$ cat src/logic/cart_loader_pkg.sv
// Shared types and constants for the cartridge loader; imported by every loader block
`default_nettype none

package cart_loader_pkg;

	// ==================================================
	// Download stream geometry
	// ==================================================
	localparam int DL_ADDR_W = 25;
	localparam int DL_DATA_W = 16;
	localparam int MASK_W    = 24;

	// Host index reserved for the cheat code list
	localparam logic [7:0] CODE_INDEX = 8'hFF;

	// 512 bytes per backup sector
	localparam int SECTOR_BYTES_LOG2 = 9;

	// ==================================================
	// Cartridge header
	// ==================================================
	typedef enum logic [2:0] {
		MODE_AUTO    = 3'd0,
		MODE_NONE    = 3'd1,
		MODE_LOROM   = 3'd2,
		MODE_HIROM   = 3'd3,
		MODE_EXHIROM = 3'd4
	} header_mode_e;

	// Copier header in front of the image shifts every native address
	localparam logic [DL_ADDR_W-1:0] HDR_COPIER_BYTES  = 25'h000200;
	localparam logic [DL_ADDR_W-1:0] LOROM_SIZE_ADDR   = 25'h007FD6 + HDR_COPIER_BYTES;
	localparam logic [DL_ADDR_W-1:0] HIROM_SIZE_ADDR   = 25'h00FFD6 + HDR_COPIER_BYTES;
	localparam logic [DL_ADDR_W-1:0] EXHIROM_SIZE_ADDR = 25'h40FFD6 + HDR_COPIER_BYTES;
	localparam logic [DL_ADDR_W-1:0] RAM_SIZE_OFFSET   = 25'd2;

	// 12 gives a 4 MB ROM window
	localparam logic [3:0] DEFAULT_ROM_SIZE = 4'hC;

	// ==================================================
	// Cheat code word
	// ==================================================
	typedef struct packed {
		logic [31:0] flags;
		logic [31:0] addr;
		logic [31:0] compare;
		logic [31:0] replace;
	} cheat_fields_t;

	// words[pair][half] follows arrival order: pair 0 is flags, half 0 the low word
	typedef union packed {
		logic [0:3][1:0][DL_DATA_W-1:0] words;
		cheat_fields_t                  fields;
	} cheat_code_u;

endpackage

`default_nettype wire
$ cat src/logic/load_stream_if.sv
// One routed download stream; the router drives it and the loader blocks read it
`timescale 1ns/1ps
`default_nettype none

interface load_stream_if;
	import cart_loader_pkg::*;

	// Download in progress, with edge pulses
	logic                 active;
	logic                 start;
	logic                 finish;

	// Word strobe and payload
	logic                 wr;
	logic [DL_ADDR_W-1:0] addr;
	logic [DL_DATA_W-1:0] data;

	modport source (
		output active,
		output start,
		output finish,
		output wr,
		output addr,
		output data
	);

	modport sink (
		input active,
		input start,
		input finish,
		input wr,
		input addr,
		input data
	);

endinterface

`default_nettype wire

$ cat src/logic/cart_loader_top.sv
// Cartridge loader top level; connects the host download and sector ports to the loader blocks
`timescale 1ns/1ps
`default_nettype none

module cart_loader_top #(
	parameter int LBA_WIDTH = 32
) (
	input  wire                                    clk_sys,
	input  wire                                    reset,

	// Host download
	input  wire                                    dl_active,
	input  wire [7:0]                              dl_index,
	input  wire [cart_loader_pkg::DL_ADDR_W-1:0]   dl_addr,
	input  wire [cart_loader_pkg::DL_DATA_W-1:0]   dl_data,
	input  wire                                    dl_wr,
	input  cart_loader_pkg::header_mode_e          header_mode,

	// Save image and user controls
	input  wire                                    img_mounted,
	input  wire                                    img_readonly,
	input  wire [63:0]                             img_size,
	input  wire                                    bk_load_req,
	input  wire                                    bk_save_req,
	input  wire                                    autosave,
	input  wire                                    osd_open,
	input  wire                                    bsram_write,
	input  wire                                    sd_ack,

	// Cartridge description
	output logic [7:0]                             rom_type,
	output logic [cart_loader_pkg::MASK_W-1:0]     rom_mask,
	output logic [cart_loader_pkg::MASK_W-1:0]     ram_mask,
	output logic                                   rom_region,

	// Cheat code
	output logic [31:0]                            code_flags,
	output logic [31:0]                            code_addr,
	output logic [31:0]                            code_compare,
	output logic [31:0]                            code_replace,
	output logic                                   code_valid,
	output logic                                   code_clear,

	// Sector requests and status
	output logic [LBA_WIDTH-1:0]                   sd_lba,
	output logic                                   sd_rd,
	output logic                                   sd_wr,
	output logic                                   bk_loading,
	output logic                                   bk_busy,
	output logic                                   bk_pending,
	output logic                                   bk_ena,
	output logic                                   cart_loading,
	output logic                                   activity_led
);
	import cart_loader_pkg::*;

	cheat_code_u code_word;

	load_stream_if cart_stream ();
	load_stream_if code_stream ();

	download_router u_router (
		.clk_sys   (clk_sys),
		.reset     (reset),
		.dl_active (dl_active),
		.dl_index  (dl_index),
		.dl_addr   (dl_addr),
		.dl_data   (dl_data),
		.dl_wr     (dl_wr),
		.cart      (cart_stream.source),
		.code      (code_stream.source)
	);

	rom_header_probe u_probe (
		.clk_sys     (clk_sys),
		.reset       (reset),
		.header_mode (header_mode),
		.cart        (cart_stream.sink),
		.rom_type    (rom_type),
		.rom_mask    (rom_mask),
		.ram_mask    (ram_mask),
		.rom_region  (rom_region)
	);

	cheat_code_assembler u_codes (
		.clk_sys    (clk_sys),
		.reset      (reset),
		.code       (code_stream.sink),
		.cart       (cart_stream.sink),
		.code_word  (code_word),
		.code_valid (code_valid),
		.code_clear (code_clear)
	);

	backup_ram_sequencer #(
		.LBA_WIDTH (LBA_WIDTH)
	) u_backup (
		.clk_sys      (clk_sys),
		.reset        (reset),
		.cart         (cart_stream.sink),
		.ram_mask     (ram_mask),
		.img_mounted  (img_mounted),
		.img_readonly (img_readonly),
		.img_size     (img_size),
		.bk_load_req  (bk_load_req),
		.bk_save_req  (bk_save_req),
		.autosave     (autosave),
		.osd_open     (osd_open),
		.bsram_write  (bsram_write),
		.sd_ack       (sd_ack),
		.sd_lba       (sd_lba),
		.sd_rd        (sd_rd),
		.sd_wr        (sd_wr),
		.bk_loading   (bk_loading),
		.bk_busy      (bk_busy),
		.bk_pending   (bk_pending),
		.bk_ena       (bk_ena),
		.activity_led (activity_led)
	);

	// Field view of the assembled code
	assign code_flags   = code_word.fields.flags;
	assign code_addr    = code_word.fields.addr;
	assign code_compare = code_word.fields.compare;
	assign code_replace = code_word.fields.replace;

	assign cart_loading = cart_stream.active;

endmodule

`default_nettype wire

$ cat src/logic/backup_ram_sequencer.sv
// Moves backup RAM to and from host sectors; autoload after cart, manual and autosave
`timescale 1ns/1ps
`default_nettype none

module backup_ram_sequencer #(
	parameter int LBA_WIDTH = 32
) (
	input  wire                                clk_sys,
	input  wire                                reset,
	load_stream_if.sink                        cart,
	input  wire [cart_loader_pkg::MASK_W-1:0]  ram_mask,
	input  wire                                img_mounted,
	input  wire                                img_readonly,
	input  wire [63:0]                         img_size,
	input  wire                                bk_load_req,
	input  wire                                bk_save_req,
	input  wire                                autosave,
	input  wire                                osd_open,
	input  wire                                bsram_write,
	input  wire                                sd_ack,
	output logic [LBA_WIDTH-1:0]               sd_lba,
	output logic                               sd_rd,
	output logic                               sd_wr,
	output logic                               bk_loading,
	output logic                               bk_busy,
	output logic                               bk_pending,
	output logic                               bk_ena,
	output logic                               activity_led
);
	import cart_loader_pkg::*;

	logic                 save_trig;
	logic                 old_load;
	logic                 old_save;
	logic                 old_ack;
	logic                 load_edge;
	logic                 save_edge;
	logic                 auto_load;
	logic [LBA_WIDTH-1:0] last_lba;

	// Autosave fires when the menu opens with unsaved data
	assign save_trig = bk_save_req | (bk_pending & osd_open & autosave);
	assign load_edge = bk_load_req & bk_ena & ~old_load;
	assign save_edge = save_trig & bk_ena & ~old_save;
	assign auto_load = cart.finish & (|img_size) & bk_ena;
	assign last_lba  = LBA_WIDTH'(ram_mask >> SECTOR_BYTES_LOG2);

	// ==================================================
	// Enable and pending tracking
	// ==================================================
	always_ff @(posedge clk_sys) begin
		if (!reset) begin
			bk_ena     <= 1'b0;
			bk_pending <= 1'b0;
		end else begin
			if (cart.start) begin
				bk_ena <= 1'b0;
			end
			// The save image is mounted by the time the cart finishes
			if (cart.active && img_mounted && !img_readonly) begin
				bk_ena <= |ram_mask;
			end

			if (bk_ena && !osd_open && bsram_write) begin
				bk_pending <= 1'b1;
			end else if (bk_busy) begin
				bk_pending <= 1'b0;
			end
		end
	end

	// ==================================================
	// Sector transfer sequence
	// ==================================================
	always_ff @(posedge clk_sys) begin
		if (!reset) begin
			old_load   <= 1'b0;
			old_save   <= 1'b0;
			old_ack    <= 1'b0;
			sd_lba     <= '0;
			sd_rd      <= 1'b0;
			sd_wr      <= 1'b0;
			bk_busy    <= 1'b0;
			bk_loading <= 1'b0;
		end else begin
			old_load <= bk_load_req & bk_ena;
			old_save <= save_trig & bk_ena;
			old_ack  <= sd_ack;

			// Host has taken the request
			if (!old_ack && sd_ack) begin
				sd_rd <= 1'b0;
				sd_wr <= 1'b0;
			end

			if (!bk_busy) begin
				if (load_edge || save_edge) begin
					bk_busy    <= 1'b1;
					bk_loading <= load_edge;
					sd_lba     <= '0;
					sd_rd      <= load_edge;
					sd_wr      <= ~load_edge;
				end
				// Cart end wins over a manual request in the same cycle
				if (auto_load) begin
					bk_busy    <= 1'b1;
					bk_loading <= 1'b1;
					sd_lba     <= '0;
					sd_rd      <= 1'b1;
					sd_wr      <= 1'b0;
				end
			end else if (old_ack && !sd_ack) begin
				if (sd_lba >= last_lba) begin
					bk_busy    <= 1'b0;
					bk_loading <= 1'b0;
				end else begin
					sd_lba <= sd_lba + LBA_WIDTH'(1);
					sd_rd  <= bk_loading;
					sd_wr  <= ~bk_loading;
				end
			end
		end
	end

	assign activity_led = cart.active | (autosave & bk_pending);

endmodule

`default_nettype wire

$ cat src/logic/cheat_code_assembler.sv
// Collects eight code-stream words into one cheat code and signals valid and clear
`timescale 1ns/1ps
`default_nettype none

module cheat_code_assembler (
	input  wire                          clk_sys,
	input  wire                          reset,
	load_stream_if.sink                  code,
	load_stream_if.sink                  cart,
	output cart_loader_pkg::cheat_code_u code_word,
	output logic                         code_valid,
	output logic                         code_clear
);

	logic [2:0] slot;
	logic       last_word;
	logic       first_word;

	// Each code is 16 bytes, so bits 3:1 pick the word
	assign slot       = code.addr[3:1];
	assign last_word  = code.wr && (slot == 3'd7) && !cart.active;
	assign first_word = code.wr && (code.addr == '0);

	// Word slots fill in arrival order
	always_ff @(posedge clk_sys) begin
		if (code.wr) begin
			code_word.words[slot[2:1]][slot[0]] <= code.data;
		end
	end

	// ==================================================
	// Strobes
	// ==================================================
	always_ff @(posedge clk_sys) begin
		if (!reset) begin
			code_valid <= 1'b0;
			code_clear <= 1'b0;
		end else begin
			code_valid <= last_word;
			// New list or new cartridge drops all stored codes
			code_clear <= first_word | cart.active;
		end
	end

endmodule

`default_nettype wire

$ cat src/logic/rom_header_probe.sv
// Watches the cartridge stream for header fields and derives ROM type, masks and region
`timescale 1ns/1ps
`default_nettype none

module rom_header_probe (
	input  wire                                    clk_sys,
	input  wire                                    reset,
	input  cart_loader_pkg::header_mode_e          header_mode,
	load_stream_if.sink                            cart,
	output logic [7:0]                             rom_type,
	output logic [cart_loader_pkg::MASK_W-1:0]     rom_mask,
	output logic [cart_loader_pkg::MASK_W-1:0]     ram_mask,
	output logic                                   rom_region
);
	import cart_loader_pkg::*;

	localparam logic [DL_ADDR_W-1:0] REGION_ADDR = 25'd2;
	localparam logic [MASK_W-1:0]    MASK_BASE   = 24'd1024;

	logic [3:0]           rom_size;
	logic [3:0]           ram_size;
	logic [DL_ADDR_W-1:0] size_addr;
	logic                 size_en;

	// Forced modes know where their header sits
	always_comb begin
		size_addr = LOROM_SIZE_ADDR;
		size_en   = 1'b1;
		case (header_mode)
			MODE_LOROM:   size_addr = LOROM_SIZE_ADDR;
			MODE_HIROM:   size_addr = HIROM_SIZE_ADDR;
			MODE_EXHIROM: size_addr = EXHIROM_SIZE_ADDR;
			default:      size_en = 1'b0;
		endcase
	end

	// ==================================================
	// Header capture
	// ==================================================
	always_ff @(posedge clk_sys) begin
		if (!reset) begin
			rom_size   <= DEFAULT_ROM_SIZE;
			ram_size   <= 4'h0;
			rom_type   <= 8'h00;
			rom_region <= 1'b0;
		end else if (cart.wr) begin
			if (cart.addr == '0) begin
				rom_size <= DEFAULT_ROM_SIZE;
				ram_size <= 4'h0;
				// Loader-built images carry the size codes in the first byte
				if (header_mode == MODE_AUTO && cart.data[7:0] != 8'h00) begin
					{ram_size, rom_size} <= cart.data[7:0];
				end
				case (header_mode)
					MODE_NONE,
					MODE_LOROM:   rom_type <= 8'h00;
					MODE_HIROM:   rom_type <= 8'h01;
					MODE_EXHIROM: rom_type <= 8'h02;
					default:      rom_type <= cart.data[15:8];
				endcase
			end

			if (cart.addr == REGION_ADDR) begin
				rom_region <= cart.data[8];
			end

			// ROM size code in the high byte, RAM code in the low nibble two bytes on
			if (size_en && cart.addr == size_addr) begin
				rom_size <= cart.data[11:8];
			end
			if (size_en && cart.addr == size_addr + RAM_SIZE_OFFSET) begin
				ram_size <= cart.data[3:0];
			end
		end
	end

	// Size code n selects 1 KB << n
	assign rom_mask = (MASK_BASE << rom_size) - MASK_W'(1);
	assign ram_mask = (ram_size != 4'h0) ? (MASK_BASE << ram_size) - MASK_W'(1) : '0;

endmodule

`default_nettype wire

$ cat src/logic/download_router.sv
// Splits the host download into cartridge and code streams, registered, with edge pulses
`timescale 1ns/1ps
`default_nettype none

module download_router (
	input  wire                                    clk_sys,
	input  wire                                    reset,
	input  wire                                    dl_active,
	input  wire [7:0]                              dl_index,
	input  wire [cart_loader_pkg::DL_ADDR_W-1:0]   dl_addr,
	input  wire [cart_loader_pkg::DL_DATA_W-1:0]   dl_data,
	input  wire                                    dl_wr,
	load_stream_if.source                          cart,
	load_stream_if.source                          code
);
	import cart_loader_pkg::*;

	logic is_code;
	logic cart_next;
	logic code_next;

	assign is_code   = (dl_index == CODE_INDEX);
	assign cart_next = dl_active & ~is_code;
	assign code_next = dl_active & is_code;

	// ==================================================
	// Control, cleared by reset
	// ==================================================
	always_ff @(posedge clk_sys) begin
		if (!reset) begin
			cart.active <= 1'b0;
			cart.start  <= 1'b0;
			cart.finish <= 1'b0;
			cart.wr     <= 1'b0;
			code.active <= 1'b0;
			code.start  <= 1'b0;
			code.finish <= 1'b0;
			code.wr     <= 1'b0;
		end else begin
			// The registered active doubles as the previous level
			cart.active <= cart_next;
			cart.start  <= cart_next & ~cart.active;
			cart.finish <= ~cart_next & cart.active;
			cart.wr     <= dl_wr & cart_next;

			code.active <= code_next;
			code.start  <= code_next & ~code.active;
			code.finish <= ~code_next & code.active;
			code.wr     <= dl_wr & code_next;
		end
	end

	// Payload is only looked at under wr
	always_ff @(posedge clk_sys) begin
		cart.addr <= dl_addr;
		cart.data <= dl_data;
		code.addr <= dl_addr;
		code.data <= dl_data;
	end

endmodule

`default_nettype wire

$ cat config.mk
export PLATFORM = sky130hd
export DESIGN_NAME = cart_loader_top
export DESIGN_NICKNAME = d
export VERILOG_FILES = /design/src/logic/cart_loader_pkg.sv /design/src/logic/load_stream_if.sv /design/src/logic/cart_loader_top.sv /design/src/logic/backup_ram_sequencer.sv /design/src/logic/cheat_code_assembler.sv /design/src/logic/rom_header_probe.sv /design/src/logic/download_router.sv
export SDC_FILE = /design/constraint.sdc
export NUM_CORES = 1
export LEC_CHECK = 0
export BUFFER_PORTS_ARGS = -buffer_cell sky130_fd_sc_hd__buf_2
export CORE_MARGIN = 3
export CORE_UTILIZATION = 30
export CTS_BUF_LIST = sky130_fd_sc_hd__clkbuf_4 sky130_fd_sc_hd__clkbuf_8
export DETAILED_ROUTE_END_ITERATION = 8
export GPL_ROUTABILITY_DRIVEN = 0
export SLEW_MARGIN = 20
export SYNTH_ARGS = -nofsm -noshare
export SYNTH_HDL_FRONTEND = slang
export SYNTH_SLANG_ARGS = --single-unit
$ cat constraint.sdc
create_clock -name clk_sys -period 10.5 [get_ports clk_sys]
set_input_delay 1.05 -clock clk_sys [delete_from_list [all_inputs] [get_ports clk_sys]]
set_output_delay 1.05 -clock clk_sys [all_outputs]
set_load 0.005 [all_outputs]
==> results of run 1 <==
-- cells by family after synthesis --
group / count (synthesis)
compound gates: 96
fa+ha+maj: 18
simple gates: 240
flops: 234
buf+inv: 76
other cells: 1
mux: 2
xor+xnor: 13
-- state kept, by name, summed over array words and instances (netlist names) --
name                  count
u_router.cart.addr       25
u_backup.bk_pending       1
u_router.code.wr          1
u_router.cart.start       1
u_codes.code_clear        1
u_router.cart.wr          1
u_backup.sd_rd            1
u_backup.bk_loading       1
u_backup.old_load         1
u_probe.ram_size          4
u_backup.bk_ena           1
u_backup.old_save         1
u_backup.sd_lba          32
u_backup.bk_busy          1
u_probe.rom_type          8
u_codes.code_valid        1
u_codes.code_word       128
u_router.cart.active      1
u_router.cart.data       16
u_router.cart.finish      1
u_probe.rom_region        1
u_backup.sd_wr            1
u_backup.old_ack          1
u_probe.rom_size          4
-- final cells by class --
class / instances / area, um2
fillers: 2716 / 16430
flip-flops and latches: 234 / 5966
multi-input cells: 379 / 2297
repair buffers: 353 / 1789
clock buffers: 63 / 760.7
well taps: 378 / 473.0
inverters: 34 / 127.6
clock inverters: 11 / 90.09
-- routing by layer --
layer / global-route usage, % / vias to the layer above / wire [um]
li1: - / 3189 / -
met1: 19.25 / 3047 / 10450
met2: 26.77 / 318 / 11870
met3: 4.607 / 45 / 2132
met4: 4.920 / 2 / 542
met5: 0 / - / 20
-- worst min path at each step --
| stage | slack (ps) | cells after the start | end | from |
|---|---|---|---|---|
| 5_1_grt | 460 | 2 | u_probe.rom_type[3] | u_probe.rom_type[3] |
| 2_1_floorplan | 450 | 2 | u_probe.rom_type[4] | u_probe.rom_type[4] |
| 4_1_cts | 450 | 2 | u_probe.rom_type[3] | u_probe.rom_type[3] |
| 3_5_place_dp | 440 | 2 | u_probe.rom_type[3] | u_probe.rom_type[3] |
| 3_3_place_gp | 440 | 2 | u_probe.rom_type[2] | u_probe.rom_type[2] |
| 6_report | 450 | 2 | u_probe.rom_type[3] | u_probe.rom_type[3] |
-- power by group through the flow --
| stage | clock, mW | combinational, mW | sequential, mW |
|---|---|---|---|
| 6_report | 0.848 | 0.0423 | 0.987 |
| 5_1_grt | 0.914 | 0.0470 | 0.989 |
| 4_1_cts | 0.872 | 0.0425 | 0.988 |
| 3_5_place_dp | 0 | 0.0422 | 1.01 |
| 3_3_place_gp | 0 | 0.0418 | 1.01 |
| 2_1_floorplan | 0 | 0.0148 | 1.00 |
-- through the flow --
step	power [mW]	hold slack [ps]	std cells
after floorplan	1.016	448.3	689
after global placement	1.048	440.3	1378
after detailed placement	1.049	440.4	1378
after CTS	1.903	448.0	1452
after global routing	1.950	464.6	1452
final	1.877	447.0	1452
-- synth_stat cells (3+ instances only) --
cell,n
dfxtp_1,106
nor2b_1,4
o22ai_1,4
o221a_2,3
or4_1,4
a21oi_1,43
clkbuf_1,21
nor3_1,20
o21ai_0,13
ha_1,18
and2_1,18
buf_4,19
nand2b_1,7
nor2_1,50
a21o_1,8
or3_1,3
nand3_1,27
and3_1,9
nor4_1,30
inv_1,34
edfxtp_1,128
or2_2,3
xnor2_1,11
nand4_1,14
nand2_1,43
-- worst register-to-register path, stage by stage (launching register included) --
cell and delay [ps]:
dfxtp_1 410, nor2_1 230, inv_1 120, nor2_1 240, inv_1 70, ha_1 240, or4b_2 640, and2_1 180
ha_1 340, a21oi_1 160, a2111oi_0 100, or4_1 590, or3b_1 670, a2111oi_4 580, a21o_1 180, a21oi_1 50
==> results.ini, run 1 <==
[worst_setup_path]
endpoint=u_backup.sd_lba[14]
crit_fanout=17
critical_path_depth=15
crit_chain=nor2_1, inv_1, nor2_1, inv_1, ha_1, or4b_2, and2_1, ha_1, a21oi_1, a2111oi_0, or4_1, or3b_1, a2111oi_4, a21o_1, a21oi_1
critPathRequiredTime_ps=10890
crit_family=simple AND/OR/NAND/NOR gates
crit_slowest_cell=or3b_1
max_stage_delay_ps=670
worstPathArrival_ps=5340
cp-end-kind=flip-flop
timing.rr.start=u_probe.ram_size[3]
path_class=reg -> reg
critPathLaunchType=flip-flop
worstSetupStartpoint=u_probe.ram_size[3]
worst-path-buf-inv=2
r2r_cells=15
reg2reg_slack_ps=5550
reg2reg_to=u_backup.sd_lba[14]

[synth]
yosysWarnings=0
yosys.area_share.simple_pct=14.44
ys_seq_elements=234
synth_area_um2=8558
synth-xor-area-share_pct=1.330
avgSynthCellArea_um2=12.59
synth_area_leader_cell=edfxtp_1
synth_top_area_share_pct=44.91
synth.distinct_cells=54
synthTopCellsByArea=edfxtp_1, dfxtp_1, ha_1, a21oi_1, nor2_1
synth-compound-area-share_pct=7.354
synth_top_family_by_area=simple AND/OR/NAND/NOR gates
ys_seq_area_share_pct=69.71
synth_edf_count=128
synthMuxAreaShare_pct=0.2339
synthArstFlopShare_pct=0
syn_inst=680
synthAdderAreaFrac_pct=2.632
synth_ff_type=edfxtp_1

[finish]
mostFrequentLayoutCells=buf_2, edfxtp_1, dfxtp_1
final_common_cell=buf_2
antenna_cells=0
area_growth_pct=34.41
drive_gt1_share_pct=41.25
layout.nets=1189
post-route-cell-area_um2=11500
utilization_pct=41.18

[floorplanning]
ioPinCount=355
initial_core_util_pct=30.64
die_h_um=174.9
rows=61
die_w_um=174.9
core_area_um2=27930
dieArea_um2=30590

[pwr]
p_per_area_nw_per_um2=163.2
p_leak_nw=4.953
p_comb_share_pct=2.3
p_int_mw=1.484
p_sw_mw=0.3932
power.share.sequential_pct=52.6
clock_power_share_pct=45.2
vdd.ir_drop.worst_mv=0.07528
p_sw_share_pct=20.94

[cts]
clock_latency_ps=530
cts_buffers=41
clkTransAtPathRegs_ps=60
post_cts_buffers=0
cts_sinks=234
cts_max_level=2
hold_buffers=0
cts_tree=yes
cts_resized=0
cts_buffer_depth=3
ctsRootBufferMaster=clkbuf_8

[routing]
drtIter0Drc=356
drt_first_pass_iters=4
dr_total_vias=6601
drc=0
vias_per_cell=4.546
wire_per_inst_um=17.23
routed_wl_um=25020
final_antenna_net_count=0

[global_routing]
grt_pass1_wl_um=37320
grt_pass1_vias=6551
antenna_found_initial=1
gr-total-overflow=0
grt_start_max_net_pins=29
grtUsageTotal_pct=15.71

[timing]
setup_ws_ps=5546
max_freq_ghz=0.2019
setup_viol=0
tns_ps=0
skew_ps=15.23
worstMarginPinSlew_ps=1056
finalHoldViolations=0
slew-limit-headroom_pct=28.94
post-route-min-period_ps=4954
maxSlewViolCount=0
rsz0062_at_grt=false
period_share_pct=47.18

[outcome]
status=completed

[run]
cap_violations=0

[placement]
preCtsSetupSlack_ps=5584
portBuffers=344
dp_hpwl_um=18380
placed_cell_area_um2=10650

[hold_path]
hp-class=reg -> reg

Note: power is estimated with default switching activity, not from simulation.
==> run 2, diff against run 1 <==
- ABC_AREA: not set -> 1
- clock period: 10.5 -> 4.7 ns (I/O delays scaled with it)
==> results.ini, run 2 <==
[routing]
wire_per_inst_um=16.72
drt_first_pass_iters=5
vias_per_cell=4.491
dr_total_vias=7756
final_antenna_net_count=0
routed_wl_um=28870
drtIter0Drc=342
drc=0

[timing]
rsz0062_at_grt=false
maxSlewViolCount=0
post-route-min-period_ps=3727
skew_ps=32.81
tns_ps=0
slew-limit-headroom_pct=29.29
worstMarginPinSlew_ps=1060
finalHoldViolations=0
setup_ws_ps=972.5
max_freq_ghz=0.2683
whs_ps=41.98
period_share_pct=79.31
setup_viol=0

[global_routing]
antenna_found_initial=0
grt_start_max_net_pins=40
grt_pass1_wl_um=42170
grtUsageTotal_pct=16.39
gr-total-overflow=0
grt_pass1_vias=7513

[worst_setup_path]
r2r_cells=23
crit_slowest_cell=nand2_4
worst-path-buf-inv=4
reg2reg_to=u_backup.sd_lba[3]
path_class=reg -> reg
worstPathArrival_ps=4180
timing.rr.start=u_probe.ram_size[3]
critPathLaunchType=flip-flop
critical_path_depth=23
critPathRequiredTime_ps=5150
crit_family=simple AND/OR/NAND/NOR gates
cpMostUsedCell=nand2_1
cp-end-kind=flip-flop
crit_fanout=31
crit_chain=nor2_1, inv_1, nor2_2, inv_1, ha_1, inv_1, a21oi_1, o21ai_0, nor2_1, nor2_1, nand2_1, ha_1, nand2_1, inv_1, nand2_1, nand2_1, nand2_1, nand3_2, nor2_4, nand3_4, nand2_4, nand2_2, a21oi_2
reg2reg_slack_ps=970
max_stage_delay_ps=440

[floorplanning]
rows=64
die_w_um=183.0
die_h_um=183.0
ioPinCount=355
initial_core_util_pct=30.55
dieArea_um2=33470
core_area_um2=30750

[finish]
largest_reg_flops=128
layout.nets=1451
fill_cells=3010
regArea_um2=5966
drive_gt1_share_pct=36.96
multiInputGateArea_um2=2912
utilization_pct=40.95
final_common_cell=buf_2
mostFrequentLayoutCells=buf_2, nand2_1, nor2_1
antenna_cells=0
area_growth_pct=34.06

[cts]
clkTransAtPathRegs_ps=60
cts_resized=0
cts_sinks=234
ctsRootBufferMaster=clkbuf_8
cts_tree=yes
cts_buffers=41
post_cts_buffers=0
clock_latency_ps=540
cts_max_level=2
cts_buffer_depth=3

[synth]
yosysWarnings=0
ys_seq_area_share_pct=63.51
synth_top_area_share_pct=40.92
ys_seq_elements=234
synth_area_um2=9394
synth_area_leader_cell=edfxtp_1
yosysMostFrequentCell=nand2_1
synth_ff_type=edfxtp_1
synthTopCellsByArea=edfxtp_1, dfxtp_1, nand2_1, nor2_1, nand3_1
synthArstFlopShare_pct=0
synth_edf_count=128
synth.distinct_cells=42
avgSynthCellArea_um2=10.29
synth_common_cells=nand2_1, nor2_1, edfxtp_1
syn_inst=913

[pwr]
p_per_area_nw_per_um2=335.8
vdd.ir_drop.worst_mv=0.2145
p_leak_nw=5.516

[outcome]
status=completed

[placement]
preCtsSetupSlack_ps=1036
dp_hpwl_um=21180
portBuffers=344

[run]
cap_violations=0

[hold_path]
holdPathEnd=u_router.cart.data[15]
worstHoldStart=dl_data[15]
holdPathStages=1
hp-class=in -> reg

-- run 2: cell types whose count changed after synthesis, sizes merged, moves of 10 or more --
cell and delta:
clkbuf -10, nand3 +39, and2 -18, inv +57, o21ai +10, nor4 -27
xor2 +11, nor2 +104, nand2 +131
-- run 2: layout make-up --
class	count	area share [%]
clock inverter	10	0.7452
timing repair buffer	377	16.27
multi-input combinational	557	23.12
tap	396	3.934
clock buffer	59	5.753
sequential	234	47.37
inverter	94	2.802
-- run 2: kinds of logic (layout without fill, tap and decap cells) --
kind of cell,Yosys count,count (layout),synth area share [%]
and+or+nand+nor,446,446,21.84
DFF,234,234,63.51
buffers and inverters,131,540,6.340
AOI/OAI and AO/OA,67,67,4.182
adders and majority gates,18,18,2.397
xor gates and xnor gates,16,16,1.692
other,1,10,0.03992
-- run 2: how the worst max path moves through the flow --
stage	start	end	slack, ps
floorplan	u_probe.ram_size[3]	u_backup.sd_lba[0]	1670
detailed placement	u_probe.ram_size[3]	u_backup.sd_lba[13]	1040
global route	u_probe.ram_size[3]	u_backup.sd_lba[2]	560
CTS	u_probe.ram_size[3]	u_backup.sd_lba[13]	1010
finish	u_probe.ram_size[3]	u_backup.sd_lba[3]	970
global placement	u_probe.ram_size[3]	u_backup.sd_lba[2]	1180
-- run 2: worst register-to-register path, stage by stage, from the launching register on --
cell and delay, ps:
dfxtp_1 370, nor2_1 310, inv_1 140, nor2_2 310, inv_1 80, ha_1 230
inv_1 90, a21oi_1 50, o21ai_0 110, nor2_1 70, nor2_1 80, nand2_1 80
ha_1 320, nand2_1 60, inv_1 50, nand2_1 50, nand2_1 40, nand2_1 60
nand3_2 90, nor2_4 140, nand3_4 230, nand2_4 440, nand2_2 100, a21oi_2 140
-- run 2: what timing repair did --
action | CTS | global route
hold buffers | 32 | 0
hold endpoints to repair | 32 | 0
setup endpoints to repair | 0 | 0
-- run 2: routing by layer --
metal / global-route usage (%) / vias to the layer above / part of all wire [%] / routed length (um)
met1: 19.53 / 3562 / 41 / 11770
met2: 28.30 / 342 / 48 / 13820
met4: 7.831 / 0 / 4.4 / 1282
met5: 0 / - / 0 / 0
li1: - / 3782 / - / -
met3: 3.511 / 70 / 6.9 / 1999
-- run 2: where the power goes --
part / internal [mW] / leakage [nW] / switching [mW]
Combinational: 0.0756 / 3.07 / 0.0783
Clock: 1.05 / 0.430 / 0.813
Sequential: 2.18 / 2.02 / 0.0342
Total: 3.30 / 5.52 / 0.925
-- run 2: metrics by stage --
step | area [um2] | std cells | power, mW
floorplan | 9428 | 922 | 2.306
global placement | 11430 | 1626 | 2.386
detailed placement | 11430 | 1626 | 2.388
CTS | 12570 | 1727 | 4.287
global route | 12590 | 1727 | 4.397
finish | 12590 | 1727 | 4.228
==> run 3, diff against run 2 <==
- ABC_AREA: 1 -> 0
- clock period: 4.7 -> 3.2 ns (I/O delays scaled with it)
==> results.ini, run 3 (synthesis gave the netlist of run 1 again) <==
[worst_setup_path]
max_stage_delay_ps=500
worstPathArrival_ps=4110
crit_chain=or2_4, nor2_4, inv_2, ha_4, or4b_4, and2_4, ha_4, o211ai_1, a2111oi_0, or4_4, or3b_4, buf_4, buf_4, a211oi_2, xnor2_1, nor2_1
crit_fanout=5
cp-end-kind=flip-flop
crit_slowest_cell=or4_4
path_class=reg -> reg
crit_family=simple AND/OR/NAND/NOR gates
critPathLaunchType=flip-flop
worst-path-buf-inv=3
critPathRequiredTime_ps=3620

[cts]
cts_max_level=2
ctsRootBufferMaster=clkbuf_8
clock_latency_ps=530
cts_buffer_depth=3
cts_sinks=234
clkTransAtPathRegs_ps=60
cts_buffers=40
cts_tree=yes

[timing]
rsz0062_at_grt=true
setup_ws_ps=-484.1
worstMarginPinSlew_ps=723.6
slew-limit-headroom_pct=51.58
max_freq_ghz=0.2714
setup_viol=22
post-route-min-period_ps=3684
finalHoldViolations=0
skew_ps=13.27
maxSlewViolCount=0
period_share_pct=115.1

[finish]
drive_gt1_share_pct=44.74
largest_reg_flops=128
layout.nets=1285
area_growth_pct=46.86
mostFrequentLayoutCells=buf_2, edfxtp_1, dfxtp_1
post-route-cell-area_um2=12570
final_common_cell=buf_2
fill_cells=2660

[hold_path]
hp-class=in -> reg

[routing]
wire_per_inst_um=16.88
dr_total_vias=7103
drt_first_pass_iters=5
drc=0
routed_wl_um=26140
drtIter0Drc=327
final_antenna_net_count=0
vias_per_cell=4.586

[floorplanning]
core_area_um2=27930
die_h_um=174.9
rows=61
dieArea_um2=30590
initial_core_util_pct=30.64
die_w_um=174.9
ioPinCount=355

[global_routing]
antenna_found_initial=2
gr-total-overflow=0
grt_start_max_net_pins=18
grt_pass1_vias=7052
grtUsageTotal_pct=16.33
grt_pass1_wl_um=38920

[placement]
placed_cell_area_um2=11060
dp_hpwl_um=19050
portBuffers=344

[outcome]
status=finished, violations left
violations=setup timing

[pwr]
vdd.ir_drop.worst_mv=0.2390
p_leak_nw=5.428
p_per_area_nw_per_um2=503.0
total_power_mw=6.322

[run]
cap_violations=0

run 3: changes by cell type in the layout (fill, tap and decap cells not counted), moves of 11 or more:
cell,change
nand2_1,-109
nand2_2,-19
dlygate4sd3_1,+12
inv_1,-47
inv_2,-11
buf_4,+60
nor2_1,-96
and2_1,+16
nand3_1,-36
nor4_1,+27
run 3: worst paths after layout:
check                                    startpoint                   to  slack [ps]  depth (start not counted)
worst max-delay path            u_probe.ram_size[1]   u_backup.sd_lba[6]        -480                         16
worst min-delay path                    bk_load_req    u_backup.old_load          50                          3
worst max register to register  u_probe.ram_size[1]   u_backup.sd_lba[6]        -480                         16
worst min register to register  u_probe.rom_type[5]  u_probe.rom_type[5]         450                          2
run 3: cell type report:
type	count	area (um2)	area share [%]
Clock buffer	56	708.2	5.635
Timing Repair Buffer	450	2640	21.01
Antenna cell	2	5.005	0.03982
Tap cell	378	473.0	3.763
Clock inverter	16	172.7	1.374
Multi-Input combinational cell	379	2475	19.69
Sequential cell	234	5967	47.48
Inverter	34	127.6	1.015
run 3: metal layers:
layer / up-vias / wire length, um / GRT usage (%) / share of wire (%)
met5: - / 0 / 0 / 0
met4: 0 / 938 / 7.347 / 3.6
met1: 3298 / 10380 / 19.40 / 40
li1: 3389 / - / - / -
met3: 62 / 1940 / 3.368 / 7.4
met2: 354 / 12880 / 28.50 / 49
run 3: through the flow:
stage	hold slack (ps)	setup WS, ps	instances	setup TNS, ps	util (%)
2_1_floorplan	347.7	-613.7	689	-10290	-
3_5_place_dp	423.6	-600.1	1425	-9897	39.61
3_3_place_gp	422.4	-513.3	1425	-8625	39.61
6_report	54.43	-484.1	1549	-8792	44.99
4_1_cts	16.85	-525.6	1545	-9137	44.67
5_1_grt	71.85	-601.2	1549	-11540	44.99
run 3: worst min-delay path, cell delays in order:
cell and delay (ps):
buf_2 70, nand2_1 70, nor2_1 80
run 3: where the power goes:
group	total (mW)	switching (mW)	internal (mW)	leakage, nW
registers	3.23	0.0388	3.20	2.02
logic	0.193	0.0826	0.110	2.95
clock network	2.89	1.20	1.69	0.455
total	6.32	1.32	5.00	5.43
run 3: timing repair:
item                                    in CTS  in global routing
hold buffers                                44                  0
buffers inserted                             4                  3
pin swaps                                   14                 13
gates resized for setup                     13                 18
hold endpoints to repair                    44                  0
endpoints found under the setup margin      22                 23
